[src/source/dsp_slice_pkg.sv]
package dsp_slice_pkg;

    // Multiplier operand lane width
    localparam int LANE_W = 18;

    // Memory word and C operand width
    localparam int WORD_W = 36;

    // Raw product width of one 18x18 multiply
    localparam int PROD_W = 36;

    // ALU and accumulator width
    localparam int ACC_W = 54;

    // Bit position of C when it is placed in the upper part of the ALU word
    localparam int C_SHIFT = 18;

    // Cycles from the input strobe to the registered result
    localparam int PIPE_LATENCY = 3;

    // Which 18-bit half of which memory word feeds a multiplier operand
    typedef enum logic [1:0] {
        LANE_M0_LO = 2'd0,
        LANE_M0_HI = 2'd1,
        LANE_M1_LO = 2'd2,
        LANE_M1_HI = 2'd3
    } lane_sel_e;

    typedef enum logic [1:0] {
        X_ZERO     = 2'd0,
        X_PROD_A   = 2'd1,
        X_PROD_SUM = 2'd2,
        X_C        = 2'd3
    } x_src_e;

    typedef enum logic [1:0] {
        Y_ZERO   = 2'd0,
        Y_PROD_B = 2'd1,
        Y_C      = 2'd2,
        Y_ACCUM  = 2'd3
    } y_src_e;

    typedef enum logic [1:0] {
        Z_ZERO   = 2'd0,
        Z_C      = 2'd1,
        Z_C_HIGH = 2'd2,
        Z_ACCUM  = 2'd3
    } z_src_e;

    // Codes 5 to 7 are illegal
    typedef enum logic [2:0] {
        OP_ADD = 3'd0,
        OP_SUB = 3'd1,
        OP_AND = 3'd2,
        OP_OR  = 3'd3,
        OP_XOR = 3'd4
    } alu_op_e;

endpackage
[src/source/slice_ifs.sv]
`timescale 1ns/1ps

// Decoded operands and ALU controls, from the decode stage to the multipliers
interface operand_if;
    import dsp_slice_pkg::*;

    logic              valid;
    logic [LANE_W-1:0] a_lane;
    logic [LANE_W-1:0] b_lane;
    logic [LANE_W-1:0] c_lane;
    logic [LANE_W-1:0] d_lane;
    logic              signed_a;
    logic              signed_b;
    logic [WORD_W-1:0] c_word;
    x_src_e            x_src;
    y_src_e            y_src;
    z_src_e            z_src;
    alu_op_e           op;

    modport src (
        output valid, a_lane, b_lane, c_lane, d_lane, signed_a, signed_b,
        output c_word, x_src, y_src, z_src, op
    );

    modport dst (
        input valid, a_lane, b_lane, c_lane, d_lane, signed_a, signed_b,
        input c_word, x_src, y_src, z_src, op
    );
endinterface

// Extended products with the delayed C word, from the multipliers to the ALU
interface product_if;
    import dsp_slice_pkg::*;

    logic             valid;
    logic [ACC_W-1:0] prod_a;
    logic [ACC_W-1:0] prod_b;
    logic [WORD_W-1:0] c_word;
    x_src_e           x_src;
    y_src_e           y_src;
    z_src_e           z_src;
    alu_op_e          op;

    modport src (output valid, prod_a, prod_b, c_word, x_src, y_src, z_src, op);

    modport dst (input valid, prod_a, prod_b, c_word, x_src, y_src, z_src, op);
endinterface

[src/source/dsp_slice_top.sv]
`timescale 1ns/1ps

module dsp_slice_top (
    input  logic                             CLK0,
    input  logic                             rst_n,
    input  logic                             in_valid,
    input  logic [dsp_slice_pkg::WORD_W-1:0] mem0,
    input  logic [dsp_slice_pkg::WORD_W-1:0] mem1,
    input  dsp_slice_pkg::lane_sel_e         aa_sel,
    input  dsp_slice_pkg::lane_sel_e         ab_sel,
    input  dsp_slice_pkg::lane_sel_e         ba_sel,
    input  dsp_slice_pkg::lane_sel_e         bb_sel,
    input  logic                             c_sel,
    input  logic                             sign_aa,
    input  logic                             sign_ab,
    input  logic                             sign_ba,
    input  logic                             sign_bb,
    input  dsp_slice_pkg::x_src_e            x_sel,
    input  dsp_slice_pkg::y_src_e            y_sel,
    input  dsp_slice_pkg::z_src_e            z_sel,
    input  dsp_slice_pkg::alu_op_e           opcode,
    output logic                             out_valid,
    output logic [dsp_slice_pkg::ACC_W-1:0]  result,
    output logic [dsp_slice_pkg::WORD_W-1:0] result_hi,
    output logic                             eqz,
    output logic                             over,
    output logic                             under
);
    import dsp_slice_pkg::*;

    operand_if ops_if ();
    product_if prods_if ();

    operand_decode operand_decode_inst (
        .CLK0     (CLK0),
        .rst_n    (rst_n),
        .in_valid (in_valid),
        .mem0     (mem0),
        .mem1     (mem1),
        .aa_sel   (aa_sel),
        .ab_sel   (ab_sel),
        .ba_sel   (ba_sel),
        .bb_sel   (bb_sel),
        .c_sel    (c_sel),
        .sign_aa  (sign_aa),
        .sign_ab  (sign_ab),
        .sign_ba  (sign_ba),
        .sign_bb  (sign_bb),
        .x_sel    (x_sel),
        .y_sel    (y_sel),
        .z_sel    (z_sel),
        .opcode   (opcode),
        .ops      (ops_if.src)
    );

    mult_execute mult_execute_inst (
        .CLK0  (CLK0),
        .rst_n (rst_n),
        .ops   (ops_if.dst),
        .prods (prods_if.src)
    );

    alu_result alu_result_inst (
        .CLK0      (CLK0),
        .rst_n     (rst_n),
        .prods     (prods_if.dst),
        .out_valid (out_valid),
        .result    (result),
        .eqz       (eqz),
        .over      (over),
        .under     (under)
    );

    // Upper 36 bits of the ALU word, the part above the shifted C position
    assign result_hi = result[ACC_W-1:C_SHIFT];

endmodule

[src/source/alu_result.sv]
`timescale 1ns/1ps

module alu_result (
    input  logic                            CLK0,
    input  logic                            rst_n,
    product_if.dst                          prods,
    output logic                            out_valid,
    output logic [dsp_slice_pkg::ACC_W-1:0] result,
    output logic                            eqz,
    output logic                            over,
    output logic                            under
);
    import dsp_slice_pkg::*;

    // Three guard bits hold the exact sum of three 54-bit signed operands
    logic        [ACC_W-1:0] accum;
    logic signed [ACC_W+2:0] pa_w;
    logic signed [ACC_W+2:0] pb_w;
    logic signed [ACC_W+2:0] c_w;
    logic signed [ACC_W+2:0] c_high_w;
    logic signed [ACC_W+2:0] acc_w;
    logic signed [ACC_W+2:0] x_w;
    logic signed [ACC_W+2:0] y_w;
    logic signed [ACC_W+2:0] z_w;
    logic signed [ACC_W+2:0] sum_w;
    logic        [ACC_W-1:0] logic_res;
    logic        [ACC_W-1:0] alu_res;
    logic                    arith;
    logic                    alu_over;
    logic                    alu_under;

    assign pa_w  = {{3{prods.prod_a[ACC_W-1]}}, prods.prod_a};
    assign pb_w  = {{3{prods.prod_b[ACC_W-1]}}, prods.prod_b};
    assign acc_w = {{3{accum[ACC_W-1]}}, accum};
    assign c_w   = {{(ACC_W+3-WORD_W){1'b0}}, prods.c_word};

    // Shifted C fills the whole ALU word, so its top bit acts as the sign
    assign c_high_w = {{3{prods.c_word[WORD_W-1]}}, prods.c_word, {C_SHIFT{1'b0}}};

    always_comb begin
        case (prods.x_src)
            X_PROD_A:   x_w = pa_w;
            X_PROD_SUM: x_w = pa_w + pb_w;
            X_C:        x_w = c_w;
            default:    x_w = '0;
        endcase
        case (prods.y_src)
            Y_PROD_B: y_w = pb_w;
            Y_C:      y_w = c_w;
            Y_ACCUM:  y_w = acc_w;
            default:  y_w = '0;
        endcase
        case (prods.z_src)
            Z_C:      z_w = c_w;
            Z_C_HIGH: z_w = c_high_w;
            Z_ACCUM:  z_w = acc_w;
            default:  z_w = '0;
        endcase
    end

    always_comb begin
        sum_w     = '0;
        logic_res = '0;
        arith     = 1'b0;
        case (prods.op)
            OP_ADD: begin
                sum_w = x_w + y_w + z_w;
                arith = 1'b1;
            end
            OP_SUB: begin
                sum_w = z_w - (x_w + y_w);
                arith = 1'b1;
            end
            OP_AND:  logic_res = x_w[ACC_W-1:0] & z_w[ACC_W-1:0];
            OP_OR:   logic_res = x_w[ACC_W-1:0] | z_w[ACC_W-1:0];
            OP_XOR:  logic_res = x_w[ACC_W-1:0] ^ z_w[ACC_W-1:0];
            default: logic_res = '0;
        endcase
        alu_res = arith ? sum_w[ACC_W-1:0] : logic_res;
        // Out of range when the guard bits and bit 53 disagree with the true sign
        alu_over  = arith & ~sum_w[ACC_W+2] & (|sum_w[ACC_W+1:ACC_W-1]);
        alu_under = arith & sum_w[ACC_W+2] & ~(&sum_w[ACC_W+1:ACC_W-1]);
    end

    always_ff @(posedge CLK0) begin
        if (!rst_n) begin
            out_valid <= 1'b0;
            accum     <= '0;
            eqz       <= 1'b0;
            over      <= 1'b0;
            under     <= 1'b0;
        end else begin
            out_valid <= prods.valid;
            if (prods.valid) begin
                accum <= alu_res;
                eqz   <= (alu_res == '0);
                over  <= alu_over;
                under <= alu_under;
            end
        end
    end

    // The accumulator is the last result, held until the next one
    assign result = accum;

    a_flags_exclusive: assert property (
        @(posedge CLK0) disable iff (!rst_n)
        !(over && under)
    );

    a_logic_no_flags: assert property (
        @(posedge CLK0) disable iff (!rst_n)
        prods.valid && (prods.op inside {OP_AND, OP_OR, OP_XOR}) |=> !over && !under
    );

endmodule

[src/source/mult_execute.sv]
`timescale 1ns/1ps

module mult_execute (
    input  logic   CLK0,
    input  logic   rst_n,
    operand_if.dst ops,
    product_if.src prods
);
    import dsp_slice_pkg::*;

    logic [ACC_W-1:0] prod_a_ext;
    logic [ACC_W-1:0] prod_b_ext;

    // One 18x18 multiply, both operands taken as signed or both as unsigned,
    // then widened to the ALU width
    function automatic logic [ACC_W-1:0] mul_ext(
        input logic [LANE_W-1:0] a,
        input logic [LANE_W-1:0] b,
        input logic              sgn
    );
        logic signed [PROD_W-1:0] p_s;
        logic        [PROD_W-1:0] p_u;
        p_s = $signed(a) * $signed(b);
        p_u = a * b;
        if (sgn) begin
            return {{(ACC_W-PROD_W){p_s[PROD_W-1]}}, p_s};
        end
        return {{(ACC_W-PROD_W){1'b0}}, p_u};
    endfunction

    assign prod_a_ext = mul_ext(ops.a_lane, ops.b_lane, ops.signed_a);
    assign prod_b_ext = mul_ext(ops.c_lane, ops.d_lane, ops.signed_b);

    always_ff @(posedge CLK0) begin
        if (!rst_n) begin
            prods.valid <= 1'b0;
        end else begin
            prods.valid <= ops.valid;
        end
    end

    always_ff @(posedge CLK0) begin
        if (ops.valid) begin
            prods.prod_a <= prod_a_ext;
            prods.prod_b <= prod_b_ext;
            prods.c_word <= ops.c_word;
            prods.x_src  <= ops.x_src;
            prods.y_src  <= ops.y_src;
            prods.z_src  <= ops.z_src;
            prods.op     <= ops.op;
        end
    end

    a_valid_known: assert property (
        @(posedge CLK0) disable iff (!rst_n)
        !$isunknown(prods.valid)
    );

endmodule

[src/source/operand_decode.sv]
`timescale 1ns/1ps

module operand_decode (
    input  logic                             CLK0,
    input  logic                             rst_n,
    input  logic                             in_valid,
    input  logic [dsp_slice_pkg::WORD_W-1:0] mem0,
    input  logic [dsp_slice_pkg::WORD_W-1:0] mem1,
    input  dsp_slice_pkg::lane_sel_e         aa_sel,
    input  dsp_slice_pkg::lane_sel_e         ab_sel,
    input  dsp_slice_pkg::lane_sel_e         ba_sel,
    input  dsp_slice_pkg::lane_sel_e         bb_sel,
    input  logic                             c_sel,
    input  logic                             sign_aa,
    input  logic                             sign_ab,
    input  logic                             sign_ba,
    input  logic                             sign_bb,
    input  dsp_slice_pkg::x_src_e            x_sel,
    input  dsp_slice_pkg::y_src_e            y_sel,
    input  dsp_slice_pkg::z_src_e            z_sel,
    input  dsp_slice_pkg::alu_op_e           opcode,
    operand_if.src                           ops
);
    import dsp_slice_pkg::*;

    logic [LANE_W-1:0] lanes [4];
    logic [WORD_W-1:0] c_pick;

    // Lane order follows the lane_sel_e encoding
    assign lanes[0] = mem0[LANE_W-1:0];
    assign lanes[1] = mem0[WORD_W-1:LANE_W];
    assign lanes[2] = mem1[LANE_W-1:0];
    assign lanes[3] = mem1[WORD_W-1:LANE_W];

    assign c_pick = c_sel ? mem1 : mem0;

    always_ff @(posedge CLK0) begin
        if (!rst_n) begin
            ops.valid <= 1'b0;
        end else begin
            ops.valid <= in_valid;
        end
    end

    always_ff @(posedge CLK0) begin
        if (in_valid) begin
            ops.a_lane   <= lanes[aa_sel];
            ops.b_lane   <= lanes[ab_sel];
            ops.c_lane   <= lanes[ba_sel];
            ops.d_lane   <= lanes[bb_sel];
            // A product is signed as soon as one of its operands is
            ops.signed_a <= sign_aa | sign_ab;
            ops.signed_b <= sign_ba | sign_bb;
            ops.c_word   <= c_pick;
            ops.x_src    <= x_sel;
            ops.y_src    <= y_sel;
            ops.z_src    <= z_sel;
            ops.op       <= opcode;
        end
    end

    a_legal_opcode: assert property (
        @(posedge CLK0) disable iff (!rst_n)
        in_valid |-> opcode inside {OP_ADD, OP_SUB, OP_AND, OP_OR, OP_XOR}
    );

endmodule

[config.mk]
export PLATFORM = sky130hd
export DESIGN_NAME = dsp_slice_top
export DESIGN_NICKNAME = d
export VERILOG_FILES = /design/src/source/dsp_slice_pkg.sv /design/src/source/slice_ifs.sv /design/src/source/dsp_slice_top.sv /design/src/source/alu_result.sv /design/src/source/mult_execute.sv /design/src/source/operand_decode.sv
export SDC_FILE = /design/constraint.sdc
export NUM_CORES = 2
export LEC_CHECK = 0
export BUFFER_PORTS_ARGS = -buffer_cell sky130_fd_sc_hd__buf_2
export CAP_MARGIN = 10
export CELL_PAD_IN_SITES_DETAIL_PLACEMENT = 1
export CELL_PAD_IN_SITES_GLOBAL_PLACEMENT = 2
export CORE_UTILIZATION = 42
export DETAILED_ROUTE_END_ITERATION = 8
export PLACE_DENSITY_LB_ADDON = 0.3
export SETUP_SLACK_MARGIN = 0.2
export SYNTH_ARGS = -nofsm -noshare
export SYNTH_HDL_FRONTEND = slang
export SYNTH_HIERARCHICAL = 1
export SYNTH_SLANG_ARGS = --single-unit
[constraint.sdc]
create_clock -name CLK0 -period 12.4 [get_ports CLK0]
set_clock_uncertainty 0.1 [all_clocks]
set_input_delay 3.72 -clock CLK0 [delete_from_list [all_inputs] [get_ports CLK0]]
set_output_delay 3.72 -clock CLK0 [all_outputs]
set_load 0.02 [all_outputs]
==> out/summary.txt <==
fmax -> 90.4 MHz
CP endpoint kind -> register
hold buffers post-CTS -> 0
Max Cap Violations -> 0
Clock Path Buffers -> 3
Synth Area in Adders -> 0.394
Num CTS Buffers -> 41
CTS tree -> built
Critical Path AT -> 11.51 ns
critical path class -> register to register
count of buffers from port buffering -> 190
via count -> 52666
share of layout cells above drive strength 1 -> 0.0792
relative slew slack -> 0.146
setup slack at placement -> 1.49 ns
maximum number of pins on one net before global-route repair -> 82
nets -> 8731
Synth Flop Type -> edfxtp_1
drt initial violations -> 3364
Worst-Skew Late Latency -> 0.65 ns
slew of the pin with the lowest slew margin -> 1.28 ns
number of global-route vias before repair -> 56192
hold_ws -> 0.319 ns
grt peak-use layer -> met2
Post-Syn Instances -> 7222
fraction of synthesis flops using an asynchronous set or reset pin -> 0
via density per instance -> 5.73
Site Rows -> 144
final setup TNS -> 0 ns
die width -> 396 µm
delay-heaviest family, CP -> compound AO/OA/AOI/OAI gates
average wire per standard cell -> 25.4 µm
CTS sink count -> 298
core area -> 0.154 mm²
DP HPWL -> 194 mm
worst hold path type -> register to register
crit-path max cell delay -> 1.02 ns
die height -> 396 µm
Area Growth Syn to Fin -> 5.44%
# setup viols final -> 0
Mapped Nets -> 8836
Die ar. -> 0.157 mm²
met3 global-route usage -> 0.0305
Post-synth EDFFs -> 238
WP data required -> 12.86 ns
Buf/Inv on CP -> 1
RSZ-0062 raised after global routing -> false
GR Util met1 -> 0.410
first-pass GRT wire length -> 352 mm
largest family of logic cells by synthesized area -> adder cells
count of unique library cells instantiated by Yosys -> 113
GRT Util Overall -> 0.295
Post-CTS Repair Setup Buffers -> 0
Synth Area in Simple Gates -> 0.134
Starting Density -> 0.423
synth warn -> 6
multiplexer share of the synthesized area -> 0.0571
Final Util -> 0.446
H-Tree Depth -> 2
complex-gate fraction of the synthesized area -> 0.143
Root Buffer -> clkbuf_16
synthesized area per cell -> 9.04 µm²
Slew Viols, Final -> 0
initial antenna violation count -> 18
Post-Synth XOR/XNOR Area -> 0.0412
worst setup margin -> 1.34 ns
crit share post-route -> 0.892
num ports -> 191
status -> finished with violations
Seq cells post-synth -> 298
number of gates resized after cts -> 0
Fin. Hold Viols -> 0
sequential-to-total area share from yosys stat -> 0.128
Worst Setup Start Kind -> register
Antenna Nets Post-Route -> 0
crit path max fanout -> 7
Period minus WS final -> 11.06 ns
GRT Residual Overflow -> 0
drt drc -> 46
Post-Syn Area -> 0.0653 mm²
Placer Congestion -> 0.911
M2 GR Usage -> 0.486
failing checks -> design-rule violations
CP dominant cell by count -> a21oi_1
DR pass1 iterations -> 7
critical path's slowest cell -> a2111oi_0
total wire length after detailed routing -> 234 mm
Clk pin slew, worst setup/hold paths -> 0.06 ns
-- per-layer routing --
metal,routed length [µm],vias up
li1,-,23695
met1,107000,27269
met2,109000,1402
met3,11000,296
met4,7370,4
met5,25,-
-- registers in the layout, summed over array words and instances, names as in the netlist, 2 cells and up --
| register | count |
|---|---|
| alu_result_inst/result | 54 |
| mult_execute_inst/prods.prod_a | 37 |
| mult_execute_inst/prods.prod_b | 37 |
| mult_execute_inst/prods.c_word | 36 |
| operand_decode_inst/ops.c_word | 36 |
| operand_decode_inst/ops.a_lane | 18 |
| operand_decode_inst/ops.b_lane | 18 |
| operand_decode_inst/ops.c_lane | 18 |
| operand_decode_inst/ops.d_lane | 18 |
| mult_execute_inst/prods.op | 3 |
| operand_decode_inst/ops.op | 3 |
| mult_execute_inst/prods.x_src | 2 |
| mult_execute_inst/prods.y_src | 2 |
| mult_execute_inst/prods.z_src | 2 |
| operand_decode_inst/ops.x_src | 2 |
| operand_decode_inst/ops.y_src | 2 |
| operand_decode_inst/ops.z_src | 2 |
-- layout by cell type (no fill, tap or decap), types with 60 or more instances in the layout --
master | Yosys | routed
nand2b_1 | 65 | 64
a21o_1 | 166 | 166
and2_1 | 321 | 321
fa_1 | 899 | 899
xor2_1 | 123 | 123
a211oi_1 | 74 | 74
nor3_1 | 60 | 60
ha_1 | 618 | 618
a21oi_1 | 351 | 351
a22o_1 | 73 | 73
inv_1 | 1269 | 1269
xnor2_1 | 184 | 184
edfxtp_1 | 238 | 238
mux2_2 | 133 | 133
buf_2 | 16 | 189
nor2_1 | 268 | 264
nand4_1 | 67 | 67
buf_4 | 70 | 61
o21ai_0 | 245 | 245
nand2_1 | 701 | 701
-- kinds of logic after synthesis --
group	after synthesis
adders and majority gates	1517
AOI/OAI and AO/OA	1395
xor gates and xnor gates	307
buffers and inverters	1672
muxes	252
and+or+nand+nor	1781
DFF	298
-- synthesized netlist by cell type (all sizes together), types with 12 or more instances --
library cell / count / area, µm²
inv: 1270 / 4770
fa: 899 / 18000
nand2: 701 / 2630
ha: 618 / 7730
a21oi: 352 / 1770
and2: 322 / 2020
clkbuf: 282 / 1060
o21ai: 274 / 1380
nor2: 268 / 1010
edfxtp: 238 / 7150
xnor2: 184 / 1610
a21o: 166 / 1250
mux2: 133 / 1500
xor2: 123 / 1080
buf: 117 / 825
a211oi: 79 / 633
a22o: 73 / 639
mux4: 72 / 1760
nand4: 68 / 432
nand2b: 65 / 407
dfxtp: 60 / 1200
nor3: 60 / 300
nand3: 57 / 285
nor2b: 56 / 350
and3: 53 / 337
a31oi: 52 / 332
o21a: 48 / 360
mux2i: 47 / 470
a22oi: 43 / 323
o21bai: 43 / 327
o211ai: 39 / 307
o31ai: 35 / 287
or3: 31 / 194
or2: 21 / 131
a221oi: 20 / 194
nor4: 18 / 134
and4: 17 / 149
a2111oi: 14 / 129
o31a: 14 / 125
a21boi: 12 / 93.8
a221o: 12 / 120
nor3b: 12 / 101
-- path summary, 6_finish.rpt --
path	from	endpoint	slack, ns	cells past startpoint
setup / recovery	mult_execute_inst/prods.prod_a[10]	alu_result_inst/under	1.34	39
hold / removal	operand_decode_inst/ops.c_word[2]	mult_execute_inst/prods.c_word[2]	0.32	0
setup reg to reg	mult_execute_inst/prods.prod_a[10]	alu_result_inst/under	1.34	39
hold reg to reg	operand_decode_inst/ops.c_word[2]	mult_execute_inst/prods.c_word[2]	0.32	0
-- area by class of cell --
class | instances | area [µm²]
sequential | 298 | 8360
antenna | 4 | 10.0
fill | 17965 | 85400
inverter | 1273 | 4780
multi-input combinational | 5252 | 50300
clock inverter | 31 | 368
clock buffer | 44 | 1040
tap | 2044 | 2560
timing repair buffer | 251 | 1420
-- worst register-to-register path: cells and delay by family, from the launching register on --
| kind | cells | cell delay (ns) |
|---|---|---|
| AO/OA/AOI/OAI | 24 | 7.12 |
| XOR/XNOR | 4 | 0.54 |
| adder cells (fa/ha/maj) | 3 | 1.14 |
| buffers and inverters | 1 | 0.16 |
| flip-flops | 1 | 0.39 |
| AND/OR/NAND/NOR | 7 | 1.53 |
-- per-stage QoR --
| stage | instances | area [µm²] |
|---|---|---|
| finish | 9197 | 68800 |
| global route | 9193 | 68800 |
| CTS | 9193 | 68800 |
| detailed placement | 9118 | 67400 |
| global placement | 9118 | 67400 |
| floorplan | 7222 | 65300 |
Power is left out: the tool's default activity adds up to more than one toggle a clock period on the data nets, which glitch-free logic cannot reach.
